<file path="src/source/boardPkg.sv">
`default_nettype none

package boardPkg;

	// Rows and columns of the square grid.
	localparam int gridSize = 5;

	typedef struct packed {
		logic hit;
		logic [2:0] shipId;
	} cellT;

	// Row-major, cell (r, c) sits at index r * gridSize + c.
	typedef cellT [gridSize*gridSize-1:0] boardT;

	typedef struct packed {
		logic [2:0] row;
		logic [2:0] col;
	} shotCmdT;

	typedef enum logic [1:0] {
		outMiss,
		outHit,
		outSunk,
		outRepeat
	} outcomeT;

	typedef struct packed {
		outcomeT outcome;
		logic [2:0] shipId;
		logic fleetSunk;
	} shotRspT;

endpackage

`default_nettype wire

</file>
<file path="src/source/fleetPkg.sv">
`default_nettype none

package fleetPkg;

	// Ship k is k cells long, so this is also the longest ship.
	localparam int maxShips = 5;

	// Attempt budget for one whole placement.
	localparam int maxAttempts = 255;

	// Galois feedback mask of the 8-bit placement LFSR.
	localparam logic [7:0] lfsrTaps = 8'hB8;

	typedef struct packed {
		logic [7:0] seed;
		logic [2:0] shipCount;
	} placeCmdT;

	typedef struct packed {
		logic ok;
		logic [7:0] attempts;
	} placeRspT;

endpackage

`default_nettype wire

</file>
<file path="src/source/reqAckTarget.sv">
`timescale 1ns/10ps
`default_nettype none

module reqAckTarget #(
	parameter type payloadT = logic,
	parameter type resultT = logic
) (
	input logic clk,
	input logic rstN,
	input logic req,
	input payloadT payload,
	input logic done,
	input resultT result,
	output logic ack,
	output logic start,
	output payloadT cmd,
	output resultT rsp
);

	typedef enum logic [1:0] {
		stIdle,
		stBusy,
		stAck
	} stateT;

	stateT state;

	always_ff @(posedge clk) begin
		if (!rstN) begin
			state <= stIdle;
			start <= 1'b0;
			ack <= 1'b0;
		end else begin
			start <= 1'b0;
			case (state)
				stIdle: begin
					if (req) begin
						state <= stBusy;
						start <= 1'b1;
					end
				end
				stBusy: begin
					if (done) begin
						state <= stAck;
						ack <= 1'b1;
					end
				end
				stAck: begin
					// Ack stays up until the host lets go of req.
					if (!req) begin
						state <= stIdle;
						ack <= 1'b0;
					end
				end
				default: state <= stIdle;
			endcase
		end
	end

	always_ff @(posedge clk) begin
		if (state == stIdle && req) begin
			cmd <= payload;
		end
		if (state == stBusy && done) begin
			rsp <= result;
		end
	end

endmodule

`default_nettype wire

</file>
<file path="src/source/shipPlacer.sv">
`timescale 1ns/10ps
`default_nettype none

module shipPlacer (
	input logic clk,
	input logic rstN,
	input logic start,
	input fleetPkg::placeCmdT cmd,
	output logic done,
	output fleetPkg::placeRspT rsp,
	output logic loadBoard,
	output boardPkg::boardT newBoard
);

	import boardPkg::*;
	import fleetPkg::*;

	typedef enum logic [1:0] {
		psIdle,
		psClear,
		psTry
	} stateT;

	stateT state;
	logic [7:0] lfsr;
	logic [7:0] lfsrNext;
	logic [2:0] curShip;
	logic [7:0] attempts;
	logic [7:0] attemptsNext;
	logic [2:0] rowIdx;
	logic [2:0] colSpan;
	logic [2:0] colIdx;
	logic [4:0] baseIdx;
	logic fits;
	logic lastPlaced;
	logic atLimit;
	boardT boardNext;

	// One placement attempt for the current ship.
	always_comb begin
		rowIdx = 3'(lfsr[2:0] % 3'(gridSize));
		colSpan = 3'(gridSize + 1) - curShip;
		colIdx = lfsr[5:3] % colSpan;
		baseIdx = 5'(rowIdx) * 5'(gridSize) + 5'(colIdx);
		fits = 1'b1;
		for (int i = 0; i < maxShips; i++) begin
			if (3'(i) < curShip && newBoard[baseIdx + 5'(i)].shipId != 3'd0) begin
				fits = 1'b0;
			end
		end
		boardNext = newBoard;
		if (fits) begin
			for (int i = 0; i < maxShips; i++) begin
				if (3'(i) < curShip) begin
					boardNext[baseIdx + 5'(i)].shipId = curShip;
				end
			end
		end
		lfsrNext = {1'b0, lfsr[7:1]} ^ (lfsr[0] ? lfsrTaps : 8'h00);
		attemptsNext = attempts + 8'd1;
		lastPlaced = fits && curShip == 3'd1;
		atLimit = attemptsNext == 8'(maxAttempts);
	end

	always_ff @(posedge clk) begin
		if (!rstN) begin
			state <= psIdle;
			done <= 1'b0;
			loadBoard <= 1'b0;
		end else begin
			done <= 1'b0;
			loadBoard <= 1'b0;
			case (state)
				psIdle: begin
					if (start) begin
						state <= psClear;
					end
				end
				psClear: state <= psTry;
				psTry: begin
					if (lastPlaced || atLimit) begin
						state <= psIdle;
						done <= 1'b1;
						// Only a complete fleet goes to the resolver.
						loadBoard <= lastPlaced;
					end
				end
				default: state <= psIdle;
			endcase
		end
	end

	always_ff @(posedge clk) begin
		case (state)
			psIdle: begin
				if (start) begin
					// A zero seed would lock the LFSR up.
					lfsr <= (cmd.seed == 8'h00) ? 8'h01 : cmd.seed;
					curShip <= cmd.shipCount;
					attempts <= 8'd0;
				end
			end
			psClear: newBoard <= '0;
			psTry: begin
				newBoard <= boardNext;
				lfsr <= lfsrNext;
				attempts <= attemptsNext;
				if (fits) begin
					curShip <= curShip - 3'd1;
				end
				if (lastPlaced || atLimit) begin
					rsp.ok <= lastPlaced;
					rsp.attempts <= attemptsNext;
				end
			end
			default: ;
		endcase
	end

endmodule

`default_nettype wire

</file>
<file path="src/source/shotResolver.sv">
`timescale 1ns/10ps
`default_nettype none

module shotResolver (
	input logic clk,
	input logic rstN,
	input logic start,
	input boardPkg::shotCmdT cmd,
	input logic loadBoard,
	input boardPkg::boardT newBoard,
	output logic done,
	output boardPkg::shotRspT rsp
);

	import boardPkg::*;
	import fleetPkg::*;

	boardT board;
	boardT boardNext;
	logic [maxShips:1][2:0] hitCount;
	logic [maxShips:1][2:0] countNext;
	logic [maxShips:1] present;
	logic [maxShips:1] loadPresent;
	logic [4:0] shotIdx;
	cellT shotCell;
	shotRspT rspNext;

	// Ships that appear on an incoming board.
	always_comb begin
		loadPresent = '0;
		for (int i = 0; i < gridSize * gridSize; i++) begin
			if (newBoard[i].shipId != 3'd0) begin
				loadPresent[newBoard[i].shipId] = 1'b1;
			end
		end
	end

	always_comb begin
		shotIdx = 5'(cmd.row) * 5'(gridSize) + 5'(cmd.col);
		shotCell = board[shotIdx];
		boardNext = board;
		countNext = hitCount;
		rspNext.shipId = shotCell.shipId;
		if (shotCell.hit) begin
			rspNext.outcome = outRepeat;
		end else if (shotCell.shipId == 3'd0) begin
			rspNext.outcome = outMiss;
			boardNext[shotIdx].hit = 1'b1;
		end else begin
			boardNext[shotIdx].hit = 1'b1;
			countNext[shotCell.shipId] = hitCount[shotCell.shipId] + 3'd1;
			// Ship k takes k hits to sink.
			rspNext.outcome = (countNext[shotCell.shipId] == shotCell.shipId) ? outSunk : outHit;
		end
		rspNext.fleetSunk = 1'b1;
		for (int k = 1; k <= maxShips; k++) begin
			if (present[k] && countNext[k] != 3'(k)) begin
				rspNext.fleetSunk = 1'b0;
			end
		end
	end

	always_ff @(posedge clk) begin
		if (!rstN) begin
			board <= '0;
			hitCount <= '0;
			present <= '0;
			done <= 1'b0;
		end else begin
			done <= 1'b0;
			if (loadBoard) begin
				board <= newBoard;
				hitCount <= '0;
				present <= loadPresent;
			end else if (start) begin
				board <= boardNext;
				hitCount <= countNext;
				done <= 1'b1;
			end
		end
	end

	always_ff @(posedge clk) begin
		if (start && !loadBoard) begin
			rsp <= rspNext;
		end
	end

endmodule

`default_nettype wire

</file>
<file path="src/source/battleGrid.sv">
`timescale 1ns/10ps
`default_nettype none

module battleGrid (
	input logic clk,
	input logic rstN,
	input logic placeReq,
	input fleetPkg::placeCmdT placeCmd,
	output logic placeAck,
	output fleetPkg::placeRspT placeRsp,
	input logic shotReq,
	input boardPkg::shotCmdT shotCmd,
	output logic shotAck,
	output boardPkg::shotRspT shotRsp
);

	import boardPkg::*;
	import fleetPkg::*;

	logic placeStart;
	logic placeDone;
	placeCmdT placeCmdQ;
	placeRspT placeResult;
	logic shotStart;
	logic shotDone;
	shotCmdT shotCmdQ;
	shotRspT shotResult;
	logic loadBoard;
	boardT newBoard;

	reqAckTarget #(
		.payloadT(placeCmdT),
		.resultT(placeRspT)
	) i_placeTarget (
		.clk(clk),
		.rstN(rstN),
		.req(placeReq),
		.payload(placeCmd),
		.done(placeDone),
		.result(placeResult),
		.ack(placeAck),
		.start(placeStart),
		.cmd(placeCmdQ),
		.rsp(placeRsp)
	);

	reqAckTarget #(
		.payloadT(shotCmdT),
		.resultT(shotRspT)
	) i_shotTarget (
		.clk(clk),
		.rstN(rstN),
		.req(shotReq),
		.payload(shotCmd),
		.done(shotDone),
		.result(shotResult),
		.ack(shotAck),
		.start(shotStart),
		.cmd(shotCmdQ),
		.rsp(shotRsp)
	);

	shipPlacer i_placer (
		.clk(clk),
		.rstN(rstN),
		.start(placeStart),
		.cmd(placeCmdQ),
		.done(placeDone),
		.rsp(placeResult),
		.loadBoard(loadBoard),
		.newBoard(newBoard)
	);

	shotResolver i_resolver (
		.clk(clk),
		.rstN(rstN),
		.start(shotStart),
		.cmd(shotCmdQ),
		.loadBoard(loadBoard),
		.newBoard(newBoard),
		.done(shotDone),
		.rsp(shotResult)
	);

endmodule

`default_nettype wire

</file>
<file path="config.mk">
export PLATFORM = sky130hd
export DESIGN_NAME = battleGrid
export DESIGN_NICKNAME = d
export VERILOG_FILES = /design/src/source/boardPkg.sv /design/src/source/fleetPkg.sv /design/src/source/reqAckTarget.sv /design/src/source/shipPlacer.sv /design/src/source/shotResolver.sv /design/src/source/battleGrid.sv
export SDC_FILE = /design/constraint.sdc
export NUM_CORES = 1
export LEC_CHECK = 0
export ABC_AREA = 1
export BUFFER_PORTS_ARGS = -buffer_cell sky130_fd_sc_hd__clkbuf_2
export CORE_UTILIZATION = 38
export DETAILED_ROUTE_END_ITERATION = 16
export GPL_ROUTABILITY_DRIVEN = 1
export SETUP_SLACK_MARGIN = 0.05
export SLEW_MARGIN = 10
export SYNTH_ARGS = -nofsm -noshare
export SYNTH_HDL_FRONTEND = slang
export SYNTH_HIERARCHICAL = 1
export SYNTH_SLANG_ARGS = --single-unit
</file>
<file path="constraint.sdc">
create_clock -name clk -period 10.4 [get_ports clk]
set_clock_uncertainty 0.1 [all_clocks]
set_input_delay 2.08 -clock clk [delete_from_list [all_inputs] [get_ports clk]]
set_output_delay 2.08 -clock clk [all_outputs]
set_load 0.01 [all_outputs]
</file>
==> results of run 1 <==
## flip-flops by register name (all words and copies together), names as in the netlist, 5 cells and up
register             cells
i_placeTarget/cmd       11
i_placeTarget/rsp        9
i_placer/attempts        8
i_placer/lfsr            8
i_placer/newBoard       75
i_placer/rsp             9
i_resolver/board       100
i_resolver/hitCount     15
i_resolver/present       5
i_resolver/rsp           6
i_shotTarget/cmd         6
i_shotTarget/rsp         6
## report_power, final
part           internal [uW]  switching (uW)
Combinational           1230            3700
Clock                    686             512
Sequential              1190            59.0
Total                   3110            4270
## cells in the mapped netlist (6+ instances only)
master,count
nand2_1,770
inv_1,345
nand3_1,268
nor2_1,233
o21ai_0,214
a21oi_1,197
edfxtp_1,141
dfxtp_1,133
nor3_1,77
clkbuf_1,67
nand4_1,57
o21ai_1,51
buf_2,37
buf_4,34
ha_1,32
inv_2,31
a31oi_1,26
nor2_2,24
nor4_1,22
nand2_2,21
o31ai_1,21
nor2_4,20
nand3b_1,19
buf_1,15
o211ai_1,14
a22oi_1,13
nand2_4,13
and2_1,9
xor2_1,9
o22ai_1,8
a211oi_1,7
clkinv_1,6
nand3_2,6
## layer usage
layer | up-vias | routed length, um
met2 | 1027 | 38200
met5 | - | 0
met3 | 191 | 6280
met4 | 0 | 4560
met1 | 9969 | 36200
li1 | 10000 | -
## through the flow
step | power (uW) | std cells
after CTS | 7290 | 3709
after global placement | 6080 | 3647
final | 7380 | 3709
after detailed placement | 6070 | 3647
after floorplan | 4600 | 3044
after global routing | 7810 | 3709
## kinds of logic (layout without fill, tap and decap cells)
logic type	after synthesis	after routing	share of synthesized area
buffers and inverters	541	518	0.111
adders and majority gates	35	35	0.0228
other	1	25	0.000185
and+or+nand+nor	1566	1566	0.357
DFF	274	274	0.341
xor gates and xnor gates	13	13	0.00563
AOI/OAI and AO/OA	590	590	0.162
## worst paths after layout
path / from / endpoint / slack (ns) / depth (start not counted)
setup / recovery: i_placer/curShip[1] / i_placer/newBoard[86] / 1.86 / 32
hold / removal: i_resolver/rsp[1] / i_shotTarget/rsp[1] / 0.32 / 0
setup reg to reg: i_placer/curShip[1] / i_placer/newBoard[86] / 1.86 / 32
hold reg to reg: i_resolver/rsp[1] / i_shotTarget/rsp[1] / 0.32 / 0
## layout make-up
| type | count | area (um2) | area share |
|---|---|---|---|
| clock buffer | 47 | 1000 | 0.0457 |
| clock inverter | 15 | 109 | 0.00495 |
| inverter | 383 | 1440 | 0.0656 |
| multi-input combinational | 2229 | 11200 | 0.510 |
| sequential | 274 | 6900 | 0.314 |
| tap | 688 | 861 | 0.0392 |
| timing repair buffer | 73 | 455 | 0.0207 |
==> flow_summary.toml, run 1 <==
[drt]
drt_iter0_markers = 2080
detail_route.drc_violations = 0
routed_wire_length_per_instance_um = 23.0
postRouteAntennaNets = 0
detailedRoute.firstPassIterationCount = 6
finalWirelength_mm = 85.2
vias = 21200
route.detailed.vias_per_inst = 5.72

[sta]
achievable-frequency_ghz = 0.117
setup_total_negative_slack_ns = 0
final_min_period_over_clock_period = 0.822
worst_slew_pin_slew_ns = 1.11
finalHoldViolations = 0
maxSlewHeadroom = 0.262
grt_setup_unrepaired = "false"
timing.final.max_slew_violations = 0
timing.hold.ws_ns = 0.316
post-route-worst-setup-slack_ns = 1.86
period_minus_slack_ns = 8.54
setup_viol_count_final = 0

[global_routing]
globalRouteOverflowTotal = 0
busiest_metal_layer_after_global_routing = "met2"
global_route.usage.met1 = 0.414
first_global_vias = 19300
global_route_wire_length_before_repair_mm = 125
groute.layer.met3.usage = 0.0371
antenna_violations_before_repair = 1
largest_net_degree_at_the_start_of_global_routing = 97
gr-usage-all-layers = 0.311
gr-usage-met2 = 0.495

[clocking]
cts.repair.resized = 0
post-cts-setup-buffer-count = 0
cts.reportedPaths.clkPinSlew_ns = 0.06
cts_hold_buf = 0
clockBufferDepth = 3
worst_skew_pair.late_latency_ns = 0.57
clock_tree.htree_level_count = 2
clkSinkCount = 274
cts_tree = "yes"
num_cts_buffers = 35
cell_chosen_for_the_clock_root = "clkbuf_16"

[finish]
n_antenna_cell = 0
final_cell_utilization_of_the_core = 0.418
top_library_cells_by_usage_in_the_layout_fill_and_taps_aside = "nand2_1, inv_1, nand3_1, nor2_1, o21ai_0"
flow.area_growth_from_synthesis_pct = 8.56
proportion_of_layout_cells_with_a_drive_suffix_above_1 = 0.0933
fillerInstances = 5562
post-route-cell-area_um2 = 22000
layout_commonest_cell = "nand2_1"
num-nets-final = 3052

[run]
drv_cap = 0

[synth]
ys_warn_count = 6
ys_dominant_reg_cell = "edfxtp_1"
synth-seq-cells = 274
yosys.area.top_type = "edfxtp_1"
netlist.area_leader.share = 0.209
synth-async-reset-ratio = 0
sequential_element_share_of_the_synthesized_area = 0.341
syn_area_um2 = 20200
syn_area_per_cell_um2 = 6.70
syn-instance-count = 3020
synth_cell_types = 67
edff_count_synth = 141
yosys-top-cells-area = "edfxtp_1, nand2_1, dfxtp_1"

[setup_path]
crit_path_max_incr_delay_ns = 0.80
timing.critical_path.arrival_ns = 8.59
crit_buf_inv = 6
critical_path.startpoint_type = "register"
cpMaxStageDelayCell = "nand2_4"
crit_path_frequent_cell = "ha_1"
crit_type = "register to register"
critical_path.endpoint_type = "register"
worst_path_dominant_cell_family = "adder cells"
top_fanout_value_on_the_critical_path = 75
critical_path_required_ns = 10.45

[die]
initial_core_util = 0.385
design.die.area_um2 = 54200
chipWidth_um = 233
core_region_area_um2 = 52600
die_y_um = 233
row_count = 84
floorplan.io_pins = 38

[placed_design]
io_buffer_count = 37
placement.setup.worst_slack_ns = 1.95
post_placement_cell_area_um2 = 20900
gpl_wtd_cong = 0.993
place_hpwl_mm = 63.9

[status]
run_status = "finished, final reports clean"

[hold_path]
hp-class = "register to register"

[pwr]
power.leakage_uw = 0.00972
power.ir.vdd_worst_mv = 0.284
power_density_nw_per_um2 = 336
Power figures use the tool's default switching activity.
==> run 2, diff against run 1 <==
==> constraint.sdc (replaced) <==
create_clock -name clk -period 7.4 [get_ports clk]
set_clock_uncertainty 0.1 [all_clocks]
set_input_delay 1.48 -clock clk [delete_from_list [all_inputs] [get_ports clk]]
set_output_delay 1.48 -clock clk [all_outputs]
set_load 0.01 [all_outputs]
==> run 2 against run 1 <==
  * Register-to-register slack got worse by 1.4 ns
  * Die area stayed put
  * Clock-buffer cell count increased by 2
  * Largest cell class unchanged
  * Largest power group unchanged
  * Highest routed layer unchanged
==> flow_summary.toml, run 2 (synthesized netlist as in run 1, its figures left out) <==
[finish]
n_antenna_cell = 0
top_library_cells_by_usage_in_the_layout_fill_and_taps_aside = "nand2_1, inv_1, nand3_1, nor2_1, o21ai_0"
area.sequential_um2 = 6900
layout_commonest_cell = "nand2_1"
area_of_combinational_cells_with_multiple_inputs_um2 = 11300
fillerInstances = 5478
top_register = "i_resolver/board"
proportion_of_layout_cells_with_a_drive_suffix_above_1 = 0.110
flow.area_growth_from_synthesis_pct = 10.9
num-nets-final = 3101
reg.largest.list = "i_resolver/board x100, i_placer/newBoard x75, i_resolver/hitCount x15"
largest_register_ffs = 100

[drt]
postRouteAntennaNets = 0
drt_iter0_markers = 2390
routed_wire_length_per_instance_um = 22.5
vias = 21300
finalWirelength_mm = 84.5
route.detailed.vias_per_inst = 5.68
detailedRoute.firstPassIterationCount = 6
detail_route.drc_violations = 0

[global_routing]
first_global_vias = 20000
global_route_wire_length_before_repair_mm = 125
largest_net_degree_at_the_start_of_global_routing = 85
gr-usage-all-layers = 0.310
antenna_violations_before_repair = 1
globalRouteOverflowTotal = 0

[clocking]
clock_tree.htree_level_count = 2
cell_chosen_for_the_clock_root = "clkbuf_16"
cts.reportedPaths.clkPinSlew_ns = 0.07
num_cts_buffers = 34
clockBufferDepth = 3
cts_tree = "yes"
worst_skew_pair.late_latency_ns = 0.59
clkSinkCount = 274

[setup_path]
crit_type = "register to register"
cpMaxStageDelayCell = "fa_2"
critical_path.endpoint_type = "register"
r2r_slack_ns = 0.48
crit_path_frequent_cell = "nand2_1"
top_fanout_value_on_the_critical_path = 7
critical_path.startpoint_type = "register"
timing.critical_path.arrival_ns = 7.12
crit_path_max_incr_delay_ns = 0.72
critical_path_required_ns = 7.60

[die]
die_y_um = 233
chipWidth_um = 233
initial_core_util = 0.385
core_region_area_um2 = 52600
row_count = 84
floorplan.io_pins = 38
design.die.area_um2 = 54200

[sta]
timing.hold.ws_ns = 0.318
grt_setup_unrepaired = "false"
achievable-frequency_ghz = 0.145
timing.final.max_slew_violations = 0
worst_slew_pin_slew_ns = 1.15
maxSlewHeadroom = 0.235
setup_total_negative_slack_ns = 0
final_min_period_over_clock_period = 0.935
period_minus_slack_ns = 6.92
finalHoldViolations = 0
setup_viol_count_final = 0

[pwr]
power_consumption_uw = 11000
power.leakage_uw = 0.00997
power_density_nw_per_um2 = 488
power.ir.vdd_worst_mv = 0.384

[run]
drv_cap = 0

[placed_design]
gpl_wtd_cong = 1.05
io_buffer_count = 37
place_hpwl_mm = 63.4

[hold_path]
hp-class = "register to register"

[status]
run_status = "finished, final reports clean"
[run 2: changes by cell type in the layout (fill, tap and decap cells not counted), moves of 2 or more]
cell       before  now
clkbuf_8        4    6
clkbuf_16      37   35
buf_6           0    2
buf_4          36   80
ha_1           31   29
clkbuf_1        6    8
clkinv_1        7    5
buf_12          0    3
inv_6           3    1
[run 2: report_power, final]
group	switching [uW]	leakage [uW]	internal, uW
logic	5350	0.00703	2160
registers	86.7	0.00239	1670
clock network	712	0.000551	974
[run 2: layout make-up]
type,count,share of cell area
inverter,383,0.0645
sequential,274,0.307
clock inverter,13,0.00524
multi-input combinational,2230,0.502
timing repair buffer,122,0.0387
tap,688,0.0384
clock buffer,49,0.0440
[run 2: routing by layer]
layer,up-vias,track usage,wire [um]
met5,-,0,0
met2,1051,0.500,37900
met1,9926,0.399,34700
met4,0,0.166,5380
li1,10100,-,-
met3,267,0.0434,6530
[run 2: per-stage QoR]
stage,cell area [um2],util,cells,setup WS [ns]
finish,22400,0.427,3759,0.482
global route,22400,0.427,3759,0.0322
CTS,22300,0.425,3751,0.283
detailed placement,21200,0.404,3689,0.317
global placement,21200,0.404,3689,0.485
floorplan,20300,-,3044,0.0871
[run 2: path summary, 6_finish.rpt]
path / cells past startpoint / endpoint / startpoint
max: 34 / i_placer/newBoard[48] / i_placer/curShip[1]
min: 0 / i_shotTarget/rsp[4] / i_resolver/rsp[4]
max reg2reg: 34 / i_placer/newBoard[48] / i_placer/curShip[1]
min reg2reg: 0 / i_shotTarget/rsp[4] / i_resolver/rsp[4]
[run 2: critical path: cells and delay by family (launching register included)]
| family | cells | cell delay (ns) |
|---|---|---|
| flops | 1 | 0.43 |
| xor+xnor | 1 | 0.17 |
| simple gates | 14 | 2.01 |
| compound gates | 8 | 1.21 |
| fa+ha+maj | 7 | 2.45 |
| buf+inv | 4 | 0.30 |
[run 2: repair_timing]
| item | CTS | global route |
|---|---|---|
| setup endpoints to repair | 0 | 106 |
| buffers inserted | 0 | 7 |
| gates resized for setup | 0 | 10 |
| hold buffers | 0 | 0 |
==> run 3, diff against run 2 <==
--- a/config.mk
+++ b/config.mk
@@ -5,11 +5,13 @@
 export SDC_FILE = /design/constraint.sdc
 export NUM_CORES = 1
 export LEC_CHECK = 0
-export ABC_AREA = 1
+export ABC_AREA = 0
 export BUFFER_PORTS_ARGS = -buffer_cell sky130_fd_sc_hd__clkbuf_2
+export CORE_MARGIN = 2
 export CORE_UTILIZATION = 38
 export DETAILED_ROUTE_END_ITERATION = 16
 export GPL_ROUTABILITY_DRIVEN = 1
+export HOLD_SLACK_MARGIN = 0.05
 export SETUP_SLACK_MARGIN = 0.05
 export SLEW_MARGIN = 10
 export SYNTH_ARGS = -nofsm -noshare
==> run 3 against run 2 <==
  * Flip-flop and latch count unchanged
  * Non-clock buffer count is 32 higher
  * Cell count is 23% lower
  * Sequential share of layout area is 0.42 points higher
  * Die area shrank 2.6%
  * Fmax shrank 3.4%
  * Critical endpoint is now i_placer/newBoard[16]
  * Highest routed layer unchanged
==> flow_summary.toml, run 3 <==
[setup_path]
crit_type = "register to register"
critical_path.startpoint_type = "register"
critical_path.endpoint_type = "register"
critical_path_required_ns = 7.58
crit_path_max_incr_delay_ns = 0.68
worst_path_dominant_cell_family = "compound AO/OA/AOI/OAI gates"
crit_buf_inv = 5
top_fanout_value_on_the_critical_path = 13
timing.critical_path.arrival_ns = 7.35
cpMaxStageDelayCell = "nor4_1"

[die]
initial_core_util = 0.385
core_region_area_um2 = 50300
row_count = 82
chipWidth_um = 230
floorplan.io_pins = 38
design.die.area_um2 = 52800
die_y_um = 230

[clocking]
num_cts_buffers = 35
clkSinkCount = 274
cts_hold_buf = 0
clockBufferDepth = 3
clock_tree.htree_level_count = 2
worst_skew_pair.late_latency_ns = 0.58
cell_chosen_for_the_clock_root = "clkbuf_16"
cts_tree = "yes"
cts.reportedPaths.clkPinSlew_ns = 0.06

[finish]
final_cell_utilization_of_the_core = 0.440
num-nets-final = 2258
area.sequential_um2 = 6900
post_layout_instance_count_excluding_filler_cells = 2901
top_register = "i_resolver/board"
proportion_of_layout_cells_with_a_drive_suffix_above_1 = 0.156
top_library_cells_by_usage_in_the_layout_fill_and_taps_aside = "nor2_1, nand2_1, mux2i_1, a21oi_1, edfxtp_1"
reg.largest.list = "i_resolver/board x100, i_placer/newBoard x75, i_resolver/hitCount x15"
largest_register_ffs = 100
fillerInstances = 4922
layout_commonest_cell = "nor2_1"
flow.area_growth_from_synthesis_pct = 14.4
area_of_combinational_cells_with_multiple_inputs_um2 = 11900

[synth]
sequential_element_share_of_the_synthesized_area = 0.356
netlist.area_leader.share = 0.219
ys_warn_count = 6
yosys.cell_count.top_type = "nor2_1"
synth_commonest_cells = "nor2_1, nand2_1, mux2i_1"
edff_count_synth = 141
yosys.area.top_type = "edfxtp_1"
syn_area_per_cell_um2 = 9.04
synth_cell_types = 115
ys_dominant_reg_cell = "edfxtp_1"
synth-seq-cells = 274
synth-async-reset-ratio = 0
yosys-top-cells-area = "edfxtp_1, dfxtp_1, mux2i_1"
syn-instance-count = 2141
syn_area_um2 = 19400

[global_routing]
gr-usage-all-layers = 0.316
first_global_vias = 18500
largest_net_degree_at_the_start_of_global_routing = 76
antenna_violations_before_repair = 3
global_route_wire_length_before_repair_mm = 125
globalRouteOverflowTotal = 0

[run]
drv_cap = 0

[drt]
vias = 19300
drt_iter0_markers = 2685
finalWirelength_mm = 85.7
detail_route.drc_violations = 0
detailedRoute.firstPassIterationCount = 8
route.detailed.vias_per_inst = 6.64
postRouteAntennaNets = 0
routed_wire_length_per_instance_um = 29.5

[sta]
maxSlewHeadroom = 0.218
grt_setup_unrepaired = "false"
setup_viol_count_final = 0
setup_total_negative_slack_ns = 0
finalHoldViolations = 0
timing.final.max_slew_violations = 0
worst_slew_pin_slew_ns = 1.17
achievable-frequency_ghz = 0.140
timing.hold.ws_ns = 0.316
period_minus_slack_ns = 7.16
final_min_period_over_clock_period = 0.968

[pwr]
power_density_nw_per_um2 = 542
power.net_switching_uw = 6560
power.ir.vdd_worst_mv = 0.682
power.leakage_uw = 0.00764
p_clk_frac = 0.145
power.sequential.fraction = 0.152
combinationalPowerShare = 0.703
internal_power_consumption_uw = 5450
switching_share = 0.546
power_consumption_uw = 12000

[placed_design]
place_hpwl_mm = 58.8
post-place-cells = 2825
gpl_wtd_cong = 1.01
io_buffer_count = 37

[status]
run_status = "finished, final reports clean"

[hold_path]
hp-class = "register to register"
-- run 3: worst paths after layout --
path	startpoint	to	slack [ns]	cells past startpoint
max	i_placer/curShip[0]	i_placer/newBoard[16]	0.24	27
min	i_resolver/rsp[2]	i_shotTarget/rsp[2]	0.32	0
max reg2reg	i_placer/curShip[0]	i_placer/newBoard[16]	0.24	27
min reg2reg	i_resolver/rsp[2]	i_shotTarget/rsp[2]	0.32	0
-- run 3: cells by family (layout without fill, tap and decap cells) --
logic type	after synthesis	in the layout	share of synthesized area
AOI/OAI and AO/OA	556	556	0.198
xor gates and xnor gates	39	39	0.0217
adders and majority gates	35	35	0.0238
buffers and inverters	197	260	0.0491
DFF	274	274	0.356
muxes	189	189	0.116
other	1	26	0.000194
and+or+nand+nor	850	850	0.236
-- run 3: layout make-up --
type                       count  share of cell area
clock inverter                18             0.00808
sequential                   274               0.312
antenna                        1            0.000113
clock buffer                  45              0.0435
inverter                      43             0.00768
tap                          672              0.0380
timing repair buffer         154              0.0532
multi-input combinational   1694               0.538
-- run 3: repair_timing --
action	4_1_cts	5_1_grt
resized for setup	0	26
setup endpoints to repair	0	105
buffers inserted	0	9
-- run 3: routing by layer --
metal	global-route usage	part of all wire	wire, um
met1	0.411	0.39	33800
met3	0.0826	0.11	9550
met5	0	0	0
met4	0.165	0.066	5670
met2	0.483	0.43	36700
-- run 3: stage by stage --
| step | instance area [um2] | setup slack [ns] |
|---|---|---|
| 2_1_floorplan | 19700 | -0.501 |
| 3_3_place_gp | 20700 | 0.195 |
| 3_5_place_dp | 20700 | 0.103 |
| 4_1_cts | 21900 | 0.0764 |
| 5_1_grt | 22100 | 0.0276 |
| 6_report | 22100 | 0.236 |
-- run 3: power by group through the flow --
stage	Combinational, uW	Sequential [uW]	Clock (uW)
3_3_place_gp	7820	1850	0
6_report	8440	1830	1740
2_1_floorplan	5050	1790	0
4_1_cts	7810	1820	1770
3_5_place_dp	7760	1850	0
5_1_grt	8740	1830	1830
